### src/source/blas_cfg.svh
// BLAS engine sizes
`ifndef BLAS_CFG_SVH
`define BLAS_CFG_SVH

// Lane array
`define BLAS_NUM_LANES	4
`define BLAS_VEC_LEN	16		// Words per vector, per lane

// Datapath widths
`define BLAS_DATA_W		16
`define BLAS_ACC_W		32

// Issue tracking
`define BLAS_ISSUE_W	4		// Wraps at 16

// Host port
`define BLAS_ADDR_W		12

`endif

### src/source/blas_pkg.sv
// BLAS engine shared types
`include "blas_cfg.svh"

package blas_pkg;

	localparam int NUM_LANES	= `BLAS_NUM_LANES;
	localparam int VEC_LEN		= `BLAS_VEC_LEN;
	localparam int DATA_W		= `BLAS_DATA_W;
	localparam int ACC_W		= `BLAS_ACC_W;
	localparam int ISSUE_W		= `BLAS_ISSUE_W;
	localparam int ADDR_W		= `BLAS_ADDR_W;
	localparam int LANE_W		= $clog2(NUM_LANES);
	localparam int IDX_W		= $clog2(VEC_LEN);
	localparam int LEN_W		= IDX_W + 1;		// Holds 1 to VEC_LEN

	localparam logic [1:0] RESP_OKAY	= 2'b00;
	localparam logic [1:0] RESP_SLVERR	= 2'b10;

	typedef logic [ISSUE_W-1:0] issue_no_t;

	typedef enum logic {
		OP_DOT	= 1'b0,
		OP_AXPY	= 1'b1
	} op_t;

	typedef struct packed {
		op_t					op;
		logic [LEN_W-1:0]		len;
		logic [DATA_W-1:0]		alpha;
		logic [NUM_LANES-1:0]	lane_mask;
		issue_no_t				issue_no;
	} instr_t;

	////////////////////////////////////////
	// AXI4-Lite channels

	typedef struct packed {
		logic					awvalid;
		logic [ADDR_W-1:0]		awaddr;
		logic					wvalid;
		logic [31:0]			wdata;
		logic [3:0]				wstrb;
		logic					bready;
		logic					arvalid;
		logic [ADDR_W-1:0]		araddr;
		logic					rready;
	} axil_req_t;

	typedef struct packed {
		logic					awready;
		logic					wready;
		logic					bvalid;
		logic [1:0]				bresp;
		logic					arready;
		logic					rvalid;
		logic [31:0]			rdata;
		logic [1:0]				rresp;
	} axil_rsp_t;

	////////////////////////////////////////
	// Lane side

	typedef struct packed {
		logic					wr_en;
		logic [LANE_W-1:0]		lane;
		logic					vec;		// 0 x, 1 y
		logic [IDX_W-1:0]		idx;
		logic [DATA_W-1:0]		wdata;
	} mem_acc_t;

	typedef struct packed {
		logic					term;
		issue_no_t				issue_no;
		logic [DATA_W-1:0]		rdata;
		logic [ACC_W-1:0]		acc;
	} lane_rsp_t;

	typedef struct packed {
		logic					busy;
		issue_no_t				last_commit;
		logic [7:0]				commit_cnt;
	} stat_t;

endpackage

### src/source/commit_agg.sv
// Commit aggregator
`timescale 1ns/10ps

module commit_agg
	import blas_pkg::*;
(
	input						clock,
	input						rst_n,
	input						issue,
	input	instr_t				instr,
	input	lane_rsp_t			lane_rsp [NUM_LANES],
	output	logic				commit,
	output	issue_no_t			commit_no
);

	logic [NUM_LANES-1:0]		pending;
	logic [NUM_LANES-1:0]		hit;
	logic [NUM_LANES-1:0]		remain;

	// Stale issue numbers drop out here
	always_comb begin
		for (int i = 0; i < NUM_LANES; ++i) begin
			hit[i] = lane_rsp[i].term && (lane_rsp[i].issue_no == commit_no);
		end
	end

	assign remain = pending & ~hit;

	////////////////////////////////////////
	// Pending set

	always_ff @(posedge clock) begin
		if (!rst_n) begin
			pending		<= '0;
			commit		<= 1'b0;
			commit_no	<= '0;
		end else begin
			commit		<= 1'b0;
			if (issue) begin
				pending		<= instr.lane_mask;		// Never empty on issue
				commit_no	<= instr.issue_no;
			end else if (pending != '0) begin
				pending		<= remain;
				if (remain == '0) commit <= 1'b1;	// Last lane in
			end
		end
	end

endmodule

### config.mk
export PLATFORM = sky130hd
export DESIGN_NAME = commit_agg
export DESIGN_NICKNAME = d
export VERILOG_FILES = /design/src/source/blas_pkg.sv /design/src/source/commit_agg.sv
export VERILOG_INCLUDE_DIRS = /design/src /design/src/source
export SDC_FILE = /design/constraint.sdc
export NUM_CORES = 1
export LEC_CHECK = 0
export BUFFER_PORTS_ARGS = -buffer_cell sky130_fd_sc_hd__buf_2
export CORE_AREA = 5 5 93 95
export CTS_CLUSTER_SIZE = 12
export DETAILED_ROUTE_END_ITERATION = 12
export DIE_AREA = 0 0 98 100
export PLACE_DENSITY = 0.53
export RECOVER_POWER = 100
export SLEW_MARGIN = 30
export SYNTH_ARGS = -nofsm -noshare
export SYNTH_HDL_FRONTEND = slang
export SYNTH_SLANG_ARGS = --single-unit
export TNS_END_PERCENT = 5
### constraint.sdc
create_clock -name clock -period 1.4 [get_ports clock]
set_clock_uncertainty 0.2 [all_clocks]
set_input_delay 0.21 -clock clock [delete_from_list [all_inputs] [get_ports clock]]
set_output_delay 0.21 -clock clock [all_outputs]
set_load 0.05 [all_outputs]
Word-level counts from Yosys, hierarchy flattened
Index checks and enable logic that the tools add are counted.
{"block": "op_classes", "n_eq_ne": 4, "n_mux": 3, "bitwise_logic": 4, "reduce_logical": 8}
{"operator": "equality test 4 bit", "count": 4}
{"operator": "2-to-1 mux 4 bit", "count": 2}
{"operator": "AND 4 bit", "count": 1}
{"operator": "logical AND 1 bit", "count": 4}
{"operator": "logical NOT 4 bit", "count": 1}
{"operator": "NOT 4 bit", "count": 1}
{"operator": "nonzero test 4 bit", "count": 1}
{"operator": "OR reduction 3 bit", "count": 1}
{"operator": "NOT 1 bit", "count": 2}
{"operator": "nonzero test 2 bit", "count": 1}
{"operator": "2-to-1 mux 1 bit", "count": 1}
{"block": "totals", "ff_bits": 9, "inputBits": 245, "wordCells": 22}

Logic depth before layout (Yosys ltp)
Gate-level depths: netlist of run 1.
{"block": "logic_depth", "depth_word": 6, "mapped_depth": 5, "mapped_depth_nobuf": 4}

Worst setup path before layout of run 1
Ideal clock, no wire load.
{"block": "synth_timing", "kind": "reg2reg", "from": "reg commit_no[2]", "to": "reg pending[2]", "arrival_ns": 1.396, "required_ns": 1.076, "path_slack_ns": -0.320, "stages_incl_launch_ff": 6, "path_buffers": 1, "cell_sequence": "dfxtp_1 -> buf_6 -> or2b_2 -> o2111ai_2 -> o311ai_1 -> a21oi_1"}
{"block": "synth_via", "elab_chain_cells": 6}
{"element": "start: declaration", "line": "commit_agg.sv:13", "source": "output issue_no_t commit_no"}
{"element": "start signal: assignment", "line": "commit_agg.sv:41", "source": "commit_no <= instr.issue_no;"}
{"element": "equality test 4 bit", "line": "commit_agg.sv:23", "source": "hit[i] = lane_rsp[i].term && (lane_rsp[i].issue_no == commit_no);"}
{"element": "logical AND 1 bit", "line": "commit_agg.sv:23"}
{"element": "NOT 4 bit", "line": "commit_agg.sv:27", "source": "assign remain = pending & ~hit;"}
{"element": "AND 4 bit", "line": "commit_agg.sv:27"}
{"element": "2-to-1 mux 4 bit", "line": "commit_agg.sv:42", "source": "end else if (pending != '0) begin"}
{"element": "2-to-1 mux 4 bit", "line": "commit_agg.sv:39", "source": "if (issue) begin"}
{"element": "end signal: assignment", "line": "commit_agg.sv:40", "source": "pending <= instr.lane_mask;"}
{"element": "end signal: assignment", "line": "commit_agg.sv:43", "source": "pending <= remain;"}
{"element": "end: declaration", "line": "commit_agg.sv:16", "source": "logic [NUM_LANES-1:0] pending;"}
No other way between the ends. The select of a mux whose other input is x is not followed.
A chain may end at the register's enable or synchronous reset.

Worst setup path after layout of run 1
{"block": "layout_timing", "from": "reg commit_no[0]", "to": "reg commit"}
{"block": "layout_via", "elab_chain_cells": 6}
{"element": "equality test 4 bit", "line": "commit_agg.sv:23"}
{"element": "logical AND 1 bit", "line": "commit_agg.sv:23"}
{"element": "NOT 4 bit *", "line": "commit_agg.sv:27"}
{"element": "AND 4 bit *", "line": "commit_agg.sv:27"}
{"element": "logical NOT 4 bit *", "line": "commit_agg.sv:44", "source": "if (remain == '0) commit <= 1'b1;"}
{"element": "2-to-1 mux 1 bit *", "line": "commit_agg.sv:44"}
{"element": "end signal: assignment", "line": "commit_agg.sv:35", "source": "commit <= 1'b0;"}
{"element": "end signal: assignment", "line": "commit_agg.sv:38", "source": "commit <= 1'b0;"}
{"element": "end signal: assignment", "line": "commit_agg.sv:44"}
{"element": "end: declaration", "line": "commit_agg.sv:12", "source": "output logic commit,"}
Every way passes the cells marked *; elsewhere a longest branch is shown, timed or not.

==> report_table.html, run 1 <==
<table>
<tr><th>Metric</th><th>Value</th></tr>
<tr><th colspan="2">Outcome</th></tr>
<tr><td>Result of the run</td><td>complete, but fails checks</td></tr>
<tr><td>Violated checks</td><td>negative setup slack</td></tr>
<tr><th colspan="2">Die</th></tr>
<tr><td>Row count</td><td>32</td></tr>
<tr><td>Die boundary width</td><td>98 um</td></tr>
<tr><td>Top-Level Pins</td><td>250</td></tr>
<tr><td>Overall die area</td><td>9800 um^2</td></tr>
<tr><td>Initial core utilization</td><td>approximately 8.5%</td></tr>
<tr><td>Die height</td><td>100 um</td></tr>
<tr><td>Placeable core region</td><td>7650 um^2</td></tr>
<tr><th colspan="2">Finish</th></tr>
<tr><td>Final instance count without filler cells</td><td>between 200 and 250</td></tr>
<tr><td>Flip-flop and latch area</td><td>between 150 and 200 um^2</td></tr>
<tr><td>Fin area</td><td>1050 um^2</td></tr>
<tr><td>Area used by multi-input combinational logic</td><td>464 um^2</td></tr>
<tr><td>Layout fillers</td><td>slightly below 900</td></tr>
<tr><td>Final net count</td><td>356</td></tr>
<tr><td>Layout area overhead</td><td>62.5%</td></tr>
<tr><td>Antenna diode count</td><td>0</td></tr>
<tr><td>Share of post-route cells with drive strength above 1</td><td>52.7%</td></tr>
<tr><th colspan="2">Timing</th></tr>
<tr><td>Count of endpoints failing hold in the final timing report</td><td>0</td></tr>
<tr><td>Minimum clock period</td><td>~1400 ps</td></tr>
<tr><td>Transition at the pin with the smallest max-transition slack</td><td>440 ps</td></tr>
<tr><td>Max Clock Freq</td><td>0.701 GHz</td></tr>
<tr><td>Setup repair after global routing missed its margin</td><td>yes</td></tr>
<tr><td>Accumulated negative setup slack</td><td>-80.4 ps</td></tr>
<tr><td>Number of max-slew violations in the final report</td><td>0</td></tr>
<tr><td>Slew margin rel.</td><td>70.7%</td></tr>
<tr><td>Share of the cycle needed by the critical path after routing</td><td>102%</td></tr>
<tr><td>Setup violations, final</td><td>5</td></tr>
<tr><td>Setup WS post-layout</td><td>-27.2 ps</td></tr>
<tr><th colspan="2">Place</th></tr>
<tr><td>Instance area at placement</td><td>970 um^2</td></tr>
<tr><td>Placed instance count</td><td>208</td></tr>
<tr><td>Port Buf Inserts</td><td>35</td></tr>
<tr><td>Post-detail-place hpwl</td><td>2.12 mm</td></tr>
<tr><td>Weighted congestion at the end of routability-driven global placement</td><td>0.724</td></tr>
<tr><th colspan="2">Setup path</th></tr>
<tr><td>Critical path class</td><td>reg2reg</td></tr>
<tr><td>Termination of the worst setup path</td><td>commit</td></tr>
<tr><td>Buffers plus inverters on the worst setup path</td><td>0</td></tr>
<tr><td>Beginning of the critical path</td><td>commit_no[0]</td></tr>
<tr><td>Critical path's slowest cell</td><td>dfxtp_4</td></tr>
<tr><td>CP delay by family, top</td><td>simple AND/OR/NAND/NOR gates</td></tr>
<tr><td>Worst endpoint required time</td><td>~1400 ps</td></tr>
<tr><td>Launch point of the worst reg-to-reg path</td><td>commit_no[0]</td></tr>
<tr><td>Stage delay of the slowest cell on the critical path</td><td>370 ps</td></tr>
<tr><td>Launching element type of the critical path</td><td>register</td></tr>
<tr><td>Logic depth of the worst register-to-register path</td><td>4</td></tr>
<tr><td>Critical path endpoint category</td><td>register</td></tr>
<tr><td>R2R Setup Slk</td><td>-30 ps</td></tr>
<tr><td>Destination of the worst register-to-register timing path</td><td>commit</td></tr>
<tr><td>List of cells traversed by the critical path</td><td>xor2_1 &gt; nor3_2 &gt; a41o_1 &gt; and4_1</td></tr>
<tr><td>Largest fanout of any net on the critical path</td><td>7</td></tr>
<tr><td>Data arrival time of the worst path</td><td>1400 ps</td></tr>
<tr><td>CP Depth</td><td>4</td></tr>
<tr><th colspan="2">Clocking</th></tr>
<tr><td>Root Buffer</td><td>clkbuf_8</td></tr>
<tr><td>Clock latency reported for the late side of the worst-skew pair</td><td>between 200 and 250 ps</td></tr>
<tr><td>CTS tree</td><td>done</td></tr>
<tr><td>H-tree depth</td><td>1</td></tr>
<tr><td>Total CTS buffers</td><td>3</td></tr>
<tr><td>Num Clock Sinks</td><td>9</td></tr>
<tr><td>CTS hold repair buffers</td><td>0</td></tr>
<tr><td>CTS clock-pin slew for the worst setup and hold paths</td><td>50 ps</td></tr>
<tr><td>Longest Clk Path Bufs</td><td>2</td></tr>
<tr><th colspan="2">Global route</th></tr>
<tr><td>Maximum number of pins on one net before global-route repair</td><td>8</td></tr>
<tr><td>Via count of the first global-routing pass</td><td>698</td></tr>
<tr><td>Overall track demand over capacity in global routing</td><td>5.11%</td></tr>
<tr><td>Antenna violations before repair</td><td>2</td></tr>
<tr><td>Overflow after GRT</td><td>0</td></tr>
<tr><td>First-pass GRT wire length</td><td>3.74 mm</td></tr>
<tr><th colspan="2">Logic synthesis</th></tr>
<tr><td>Synth top area share</td><td>27.8%</td></tr>
<tr><td>Seq cells post-synth</td><td>9</td></tr>
<tr><td>Yosys warning count</td><td>0</td></tr>
<tr><td>Top area cells in the synthesized netlist</td><td>dfxtp_1 (28%), xnor2_1 (12%), mux2i_1 (6.2%)</td></tr>
<tr><td>Area of the mapped netlist</td><td>648 um^2</td></tr>
<tr><td>Sequential element share of the synthesized area</td><td>27.8%</td></tr>
<tr><td>Nets in the synthesized netlist</td><td>316</td></tr>
<tr><td>Synth cell types</td><td>28</td></tr>
<tr><td>Syn Area/Cell</td><td>9.13 um^2</td></tr>
<tr><td>Cell type contributing the most total cell area after synthesis</td><td>dfxtp_1</td></tr>
<tr><td>Cell count after synthesis</td><td>71</td></tr>
<tr><th colspan="2">Power</th></tr>
<tr><td>Proportion of total power due to net switching</td><td>30.3%</td></tr>
<tr><td>Clk network pwr share</td><td>36.3%</td></tr>
<tr><td>Ratio of total power to cell area</td><td>794 nW/um^2</td></tr>
<tr><td>Maximum ir drop on the vdd rail</td><td>0.232 mV</td></tr>
<tr><td>Share of power burned in registers</td><td>35.5%</td></tr>
<tr><td>Net switching power</td><td>0.000253 W</td></tr>
<tr><td>Total leakage power</td><td>0.416 nW</td></tr>
<tr><td>Internal power contribution</td><td>slightly below 0.0006 W</td></tr>
<tr><td>Comb pwr share</td><td>28.2%</td></tr>
<tr><td>Overall power</td><td>0.000837 W</td></tr>
<tr><th colspan="2">Routing</th></tr>
<tr><td>Number of nets still failing antenna checks after routing</td><td>0</td></tr>
<tr><td>Wire per inst</td><td>between 10 and 15 um</td></tr>
<tr><td>Vias per std cell</td><td>3.03</td></tr>
<tr><td>Final Routed Wirelength</td><td>2.46 mm</td></tr>
<tr><td>Topmost layer with routed signal wires</td><td>met5</td></tr>
<tr><td>Total vias in the final route</td><td>642</td></tr>
<tr><td>Total length of routed met2 wires</td><td>1.12 mm</td></tr>
<tr><td>Detail Route met3 WL</td><td>240 um</td></tr>
<tr><td>First-pass iteration count of the detailed router</td><td>4</td></tr>
<tr><td>Sum of routed wire segments on met1</td><td>1.04 mm</td></tr>
<tr><td>Final routed DRC violation total</td><td>0</td></tr>
<tr><td>Initial drt markers</td><td>16</td></tr>
<tr><th colspan="2">Worst hold path</th></tr>
<tr><td>Classification of the worst-slack hold path</td><td>in2reg</td></tr>
<tr><th colspan="2">Run</th></tr>
<tr><td>Count of max-cap constraint violations</td><td>0</td></tr>
</table>
area by class of cell:
cell class	count	share of cell area, %
multi-input combinational	54	44.1
clock buffer	4	4.28
inverter	3	1.07
tap	102	12.1
timing repair buffer	40	19.8
sequential	9	18.6
how the worst min path moves through the flow:
stage,to,start,cells past startpoint
2_1_floorplan,commit_no[0],rst_n,1
3_3_place_gp,pending[3],instr[7],3
3_5_place_dp,pending[1],instr[5],3
4_1_cts,pending[1],instr[5],3
5_1_grt,pending[1],instr[5],3
6_report,pending[1],instr[5],3
power by group through the flow:
| stage | Combinational, W | Clock, W | Sequential [W] |
|---|---|---|---|
| 3_5_place_dp | 0.000220 | 0 | 0.000302 |
| 4_1_cts | 0.000232 | 0.000319 | 0.000297 |
| 3_3_place_gp | 0.000216 | 0 | 0.000302 |
| 5_1_grt | 0.000260 | 0.000331 | 0.000299 |
| 2_1_floorplan | 0.000125 | 0 | 0.000313 |
| 6_report | 0.000236 | 0.000304 | 0.000297 |
synth_stat cells:
library cell and count:
dfxtp_1 9, nor3_2 1, o21ai_2 1, inv_1 3, nand2_1 5, nand2b_1 4
o211ai_1 3, xnor2_1 9, mux2i_1 4, o41a_1 1, or4_1 1, o311ai_1 1
o21ai_0 2, nor3_1 1, xor2_1 2, a41o_1 1, o2111ai_1 1, and4_1 1
nor2b_1 4, buf_6 3, xor2_2 2, buf_2 2, or2b_2 1, a21oi_1 3
o2111ai_2 1, nand3_1 2, nor2_1 2, o31ai_1 1
cells by family after synthesis:
logic type             Yosys count  synth area share (%)
AO/OA/AOI/OAI                   15                  18.1
XOR/XNOR                        13                  19.9
buffers and inverters            8                  8.49
flip-flops                       9                  27.8
multiplexers                     4                  6.18
AND/OR/NAND/NOR                 22                  19.5
cell usage in the layout (no fill, tap or decap), drive strengths merged, types with 2 or more instances in the layout:
master / instances
a21oi: 3
buf: 36
clkbuf: 8
dfxtp: 9
inv: 3
mux2i: 4
nand2: 5
nand2b: 4
nand3: 2
nor2: 2
nor2b: 4
nor3: 2
o2111ai: 2
o211ai: 3
o21ai: 3
xnor2: 9
xor2: 4
stage by stage:
step | hold WS [ps] | setup slack [ps] | util [%]
floorplan | 137 | -41.8 | -
global placement | 267 | -36.3 | 12.7
detailed placement | 267 | -73.8 | 12.7
CTS | 16.5 | -47.4 | 13.5
global route | 32.6 | -70.2 | 13.8
finish | 21.9 | -27.2 | 13.8
sequential cells by signal, indices dropped and copies added, names as in the netlist:
register	flops
pending	4
commit_no	4
commit	1
layer usage:
metal	vias up	track usage (%)
met5	-	0
met4	4	2.88
met3	6	2.57
met2	21	7.85
met1	288	5.73
li1	323	-
what timing repair did:
| item | CTS | global route |
|---|---|---|
| gates resized for setup | 4 | 4 |
| setup endpoints to repair | 5 | 5 |
| buffers inserted | 0 | 0 |
| endpoints found under the hold margin | 0 | 0 |
| pin swaps | 8 | 6 |
tightest hold or removal path, cell delays in order:
cell,delay (ps)
buf_2,100
nand2_1,50
a21oi_1,50
(Power assumes the default switching activity.)
==> run 2: changes to the inputs <==
- CORE_AREA: 5 5 93 95 -> 5 5 95 97
- DIE_AREA: 0 0 98 100 -> 0 0 100 102
- PLACE_DENSITY: 0.53 -> 0.5
- clock period: 1.4 -> 1.5 ns (I/O delays scaled with it)
==> report_table.html, run 2 (synthesis results as in run 1) <==
<table>
<tr><th>Metric</th><th>Value</th></tr>
<tr><th colspan="2">Timing</th></tr>
<tr><td>Minimum clock period</td><td>1460 ps (+29.1 ps)</td></tr>
<tr><td>Count of endpoints failing hold in the final timing report</td><td>0 (unchanged)</td></tr>
<tr><td>Slew margin rel.</td><td>81.3% (+11 points)</td></tr>
<tr><td>Max Clock Freq</td><td>0.687 GHz (-2.0%)</td></tr>
<tr><td>Setup WS post-layout</td><td>43.7 ps (+70.9 ps)</td></tr>
<tr><td>Setup violations, final</td><td>0 (-5)</td></tr>
<tr><td>Share of the cycle needed by the critical path after routing</td><td>97.1% (-4.9 points)</td></tr>
<tr><td>Setup repair after global routing missed its margin</td><td>no</td></tr>
<tr><td>Transition at the pin with the smallest max-transition slack</td><td>277 ps (-163 ps)</td></tr>
<tr><td>Final worst hold slack</td><td>46.8 ps (+24.9 ps)</td></tr>
<tr><td>Number of max-slew violations in the final report</td><td>0 (unchanged)</td></tr>
<tr><th colspan="2">Finish</th></tr>
<tr><td>Antenna diode count</td><td>0 (unchanged)</td></tr>
<tr><td>Flip-flop and latch area</td><td>196 um^2 (unchanged)</td></tr>
<tr><td>Layout fillers</td><td>934 (+5.8%)</td></tr>
<tr><td>Final core utilization</td><td>12.4% (-1.3 points)</td></tr>
<tr><td>Layout area overhead</td><td>54.6%</td></tr>
<tr><td>Area used by multi-input combinational logic</td><td>435 um^2 (-6.2%)</td></tr>
<tr><td>Most common cell after layout, fill and taps aside</td><td>buf_2</td></tr>
<tr><td>Commonest cells after routing, fill and taps aside</td><td>buf_2 (30), xnor2_1 (9), nand2_1 (5), clkbuf_2 (5)</td></tr>
<tr><td>Final net count</td><td>352 (-1.1%)</td></tr>
<tr><td>Share of post-route cells with drive strength above 1</td><td>50.0% (-2.7 points)</td></tr>
<tr><td>Largest registers in the final layout</td><td>commit_no: 4 flops, pending: 4 flops, commit: 1 flops</td></tr>
<tr><th colspan="2">Clocking</th></tr>
<tr><td>Post-CTS setup buffer count</td><td>0 (unchanged)</td></tr>
<tr><td>CTS tree</td><td>done</td></tr>
<tr><td>Total CTS buffers</td><td>3 (unchanged)</td></tr>
<tr><td>CTS clock-pin slew for the worst setup and hold paths</td><td>40 ps (about the same)</td></tr>
<tr><td>Clock latency reported for the late side of the worst-skew pair</td><td>230 ps (about the same)</td></tr>
<tr><td>Longest Clk Path Bufs</td><td>2 (unchanged)</td></tr>
<tr><td>Root Buffer</td><td>clkbuf_8</td></tr>
<tr><td>Num Clock Sinks</td><td>9 (unchanged)</td></tr>
<tr><td>H-tree depth</td><td>1 (unchanged)</td></tr>
<tr><th colspan="2">Global route</th></tr>
<tr><td>Overall track demand over capacity in global routing</td><td>4.79% (-0.32 points)</td></tr>
<tr><td>Via count of the first global-routing pass</td><td>654 (-6.3%)</td></tr>
<tr><td>Antenna violations before repair</td><td>0 (-2)</td></tr>
<tr><td>Overflow after GRT</td><td>0 (unchanged)</td></tr>
<tr><td>First-pass GRT wire length</td><td>3.65 mm (-2.4%)</td></tr>
<tr><td>Maximum number of pins on one net before global-route repair</td><td>11 (+3)</td></tr>
<tr><th colspan="2">Setup path</th></tr>
<tr><td>Data arrival time of the worst path</td><td>1370 ps (-30 ps)</td></tr>
<tr><td>Largest fanout of any net on the critical path</td><td>4 (-3)</td></tr>
<tr><td>Critical path endpoint category</td><td>register</td></tr>
<tr><td>Critical path class</td><td>reg2reg</td></tr>
<tr><td>Logic depth of the worst register-to-register path</td><td>3 (-1)</td></tr>
<tr><td>Launching element type of the critical path</td><td>register</td></tr>
<tr><td>Worst endpoint required time</td><td>1410 ps (+40 ps)</td></tr>
<tr><td>R2R Setup Slk</td><td>40 ps (+70 ps)</td></tr>
<tr><td>Launch point of the worst reg-to-reg path</td><td>pending[3]</td></tr>
<tr><td>Destination of the worst register-to-register timing path</td><td>pending[3]</td></tr>
<tr><th colspan="2">Die</th></tr>
<tr><td>Row count</td><td>33 (+3.1%)</td></tr>
<tr><td>Top-Level Pins</td><td>250 (unchanged)</td></tr>
<tr><td>Initial core utilization</td><td>8.05% (-0.43 points)</td></tr>
<tr><td>Placeable core region</td><td>8050 um^2 (+5.3%)</td></tr>
<tr><td>Die height</td><td>102 um (+2.0%)</td></tr>
<tr><td>Die boundary width</td><td>100 um (+2.0%)</td></tr>
<tr><td>Overall die area</td><td>10200 um^2 (+4.1%)</td></tr>
<tr><th colspan="2">Run</th></tr>
<tr><td>Count of max-cap constraint violations</td><td>0 (unchanged)</td></tr>
<tr><th colspan="2">Routing</th></tr>
<tr><td>Wire per inst</td><td>11.0 um (-5.0%)</td></tr>
<tr><td>Total vias in the final route</td><td>624 (-2.8%)</td></tr>
<tr><td>Final Routed Wirelength</td><td>2.33 mm (-5.4%)</td></tr>
<tr><td>Number of nets still failing antenna checks after routing</td><td>0 (unchanged)</td></tr>
<tr><td>Final routed DRC violation total</td><td>0 (unchanged)</td></tr>
<tr><td>First-pass iteration count of the detailed router</td><td>3 (-1)</td></tr>
<tr><td>Vias per std cell</td><td>2.96 (-2.3%)</td></tr>
<tr><td>Initial drt markers</td><td>27 (+11)</td></tr>
<tr><th colspan="2">Place</th></tr>
<tr><td>Port Buf Inserts</td><td>35 (unchanged)</td></tr>
<tr><td>Worst Setup Slack post-DPL</td><td>52.4 ps (+126 ps)</td></tr>
<tr><td>Weighted congestion at the end of routability-driven global placement</td><td>0.690 (-4.7%)</td></tr>
<tr><th colspan="2">Power</th></tr>
<tr><td>Maximum ir drop on the vdd rail</td><td>0.202 mV (-13%)</td></tr>
<tr><td>Net switching power</td><td>0.000220 W (-13%)</td></tr>
<tr><td>Share of power burned in registers</td><td>36.8% (+1.3 points)</td></tr>
<tr><td>Clk network pwr share</td><td>36.5% (+0.2 points)</td></tr>
<tr><td>Overall power</td><td>0.000754 W (-9.9%)</td></tr>
<tr><td>Total leakage power</td><td>0.394 nW (-5.3%)</td></tr>
<tr><td>Proportion of total power due to net switching</td><td>29.2% (-1.1 points)</td></tr>
<tr><td>Ratio of total power to cell area</td><td>753 nW/um^2 (-5.2%)</td></tr>
<tr><td>Internal power contribution</td><td>0.000534 W (-8.5%)</td></tr>
<tr><td>Comb pwr share</td><td>26.7% (-1.5 points)</td></tr>
<tr><th colspan="2">Outcome</th></tr>
<tr><td>Result of the run</td><td>finished clean</td></tr>
<tr><th colspan="2">Worst hold path</th></tr>
<tr><td>Hold path endpoint</td><td>pending[1]</td></tr>
<tr><td>Hold Path Stages</td><td>3 (unchanged)</td></tr>
<tr><td>Source of the worst hold timing path</td><td>instr[5]</td></tr>
<tr><td>Classification of the worst-slack hold path</td><td>in2reg</td></tr>
</table>
run 2: cell types whose count changed in the layout (fill, tap and decap cells not counted), sizes merged:
cell / before / now
buf: 36 / 31
clkbuf: 8 / 9
run 2: final cells by class:
cell class	count	share of cell area (%)
Multi-Input combinational cell	54	43.4
Sequential cell	9	19.6
Timing Repair Buffer	36	18.2
Tap cell	105	13.1
Clock buffer	4	4.49
Inverter	3	1.12
run 2: critical path, cell delays in order, from the launching register on:
cell	delay [ps]
dfxtp_2	320
or4_4	540
o21ai_4	200
nor3_1	70
run 2: worst max-delay path by stage:
stage	cells past startpoint	startpoint	slack (ps)	endpoint
after detailed placement	4	pending[2]	50	commit
after global routing	4	commit_no[2]	5	pending[2]
after CTS	4	pending[2]	40	commit
final	3	pending[3]	40	pending[3]
after global placement	3	pending[2]	50	pending[3]
after floorplan	5	commit_no[3]	-7	commit
run 2: repair_timing:
item	CTS	global route
gates resized for setup	0	6
hold buffers	0	0
endpoints found under the setup margin	0	5
run 2: metrics by stage:
step	instances	instance area, um^2	setup TNS, ps
after floorplan	71	661	-7.43
after global placement	207	931	0
after detailed placement	207	931	0
after CTS	211	976	0
after global routing	211	1000	0
final	211	1000	0
run 2: metal layers:
layer  wire length, um  vias up  part of all wire, %  global-route usage (%)
met2               955       24                   41                    6.41
li1                  -      317                    -                       -
met3               133        2                  5.7                    1.37
met1              1220      281                   52                    6.99
met4                19        0                 0.82                    2.18
met5                 0        -                    0                       0
run 2: power by group through the flow:
stage	registers [W]	logic (W)	clock network [W]
floorplan	0.000293	0.000113	0
global placement	0.000282	0.000189	0
detailed placement	0.000282	0.000191	0
CTS	0.000278	0.000192	0.000292
global route	0.000281	0.000222	0.000302
finish	0.000278	0.000201	0.000276
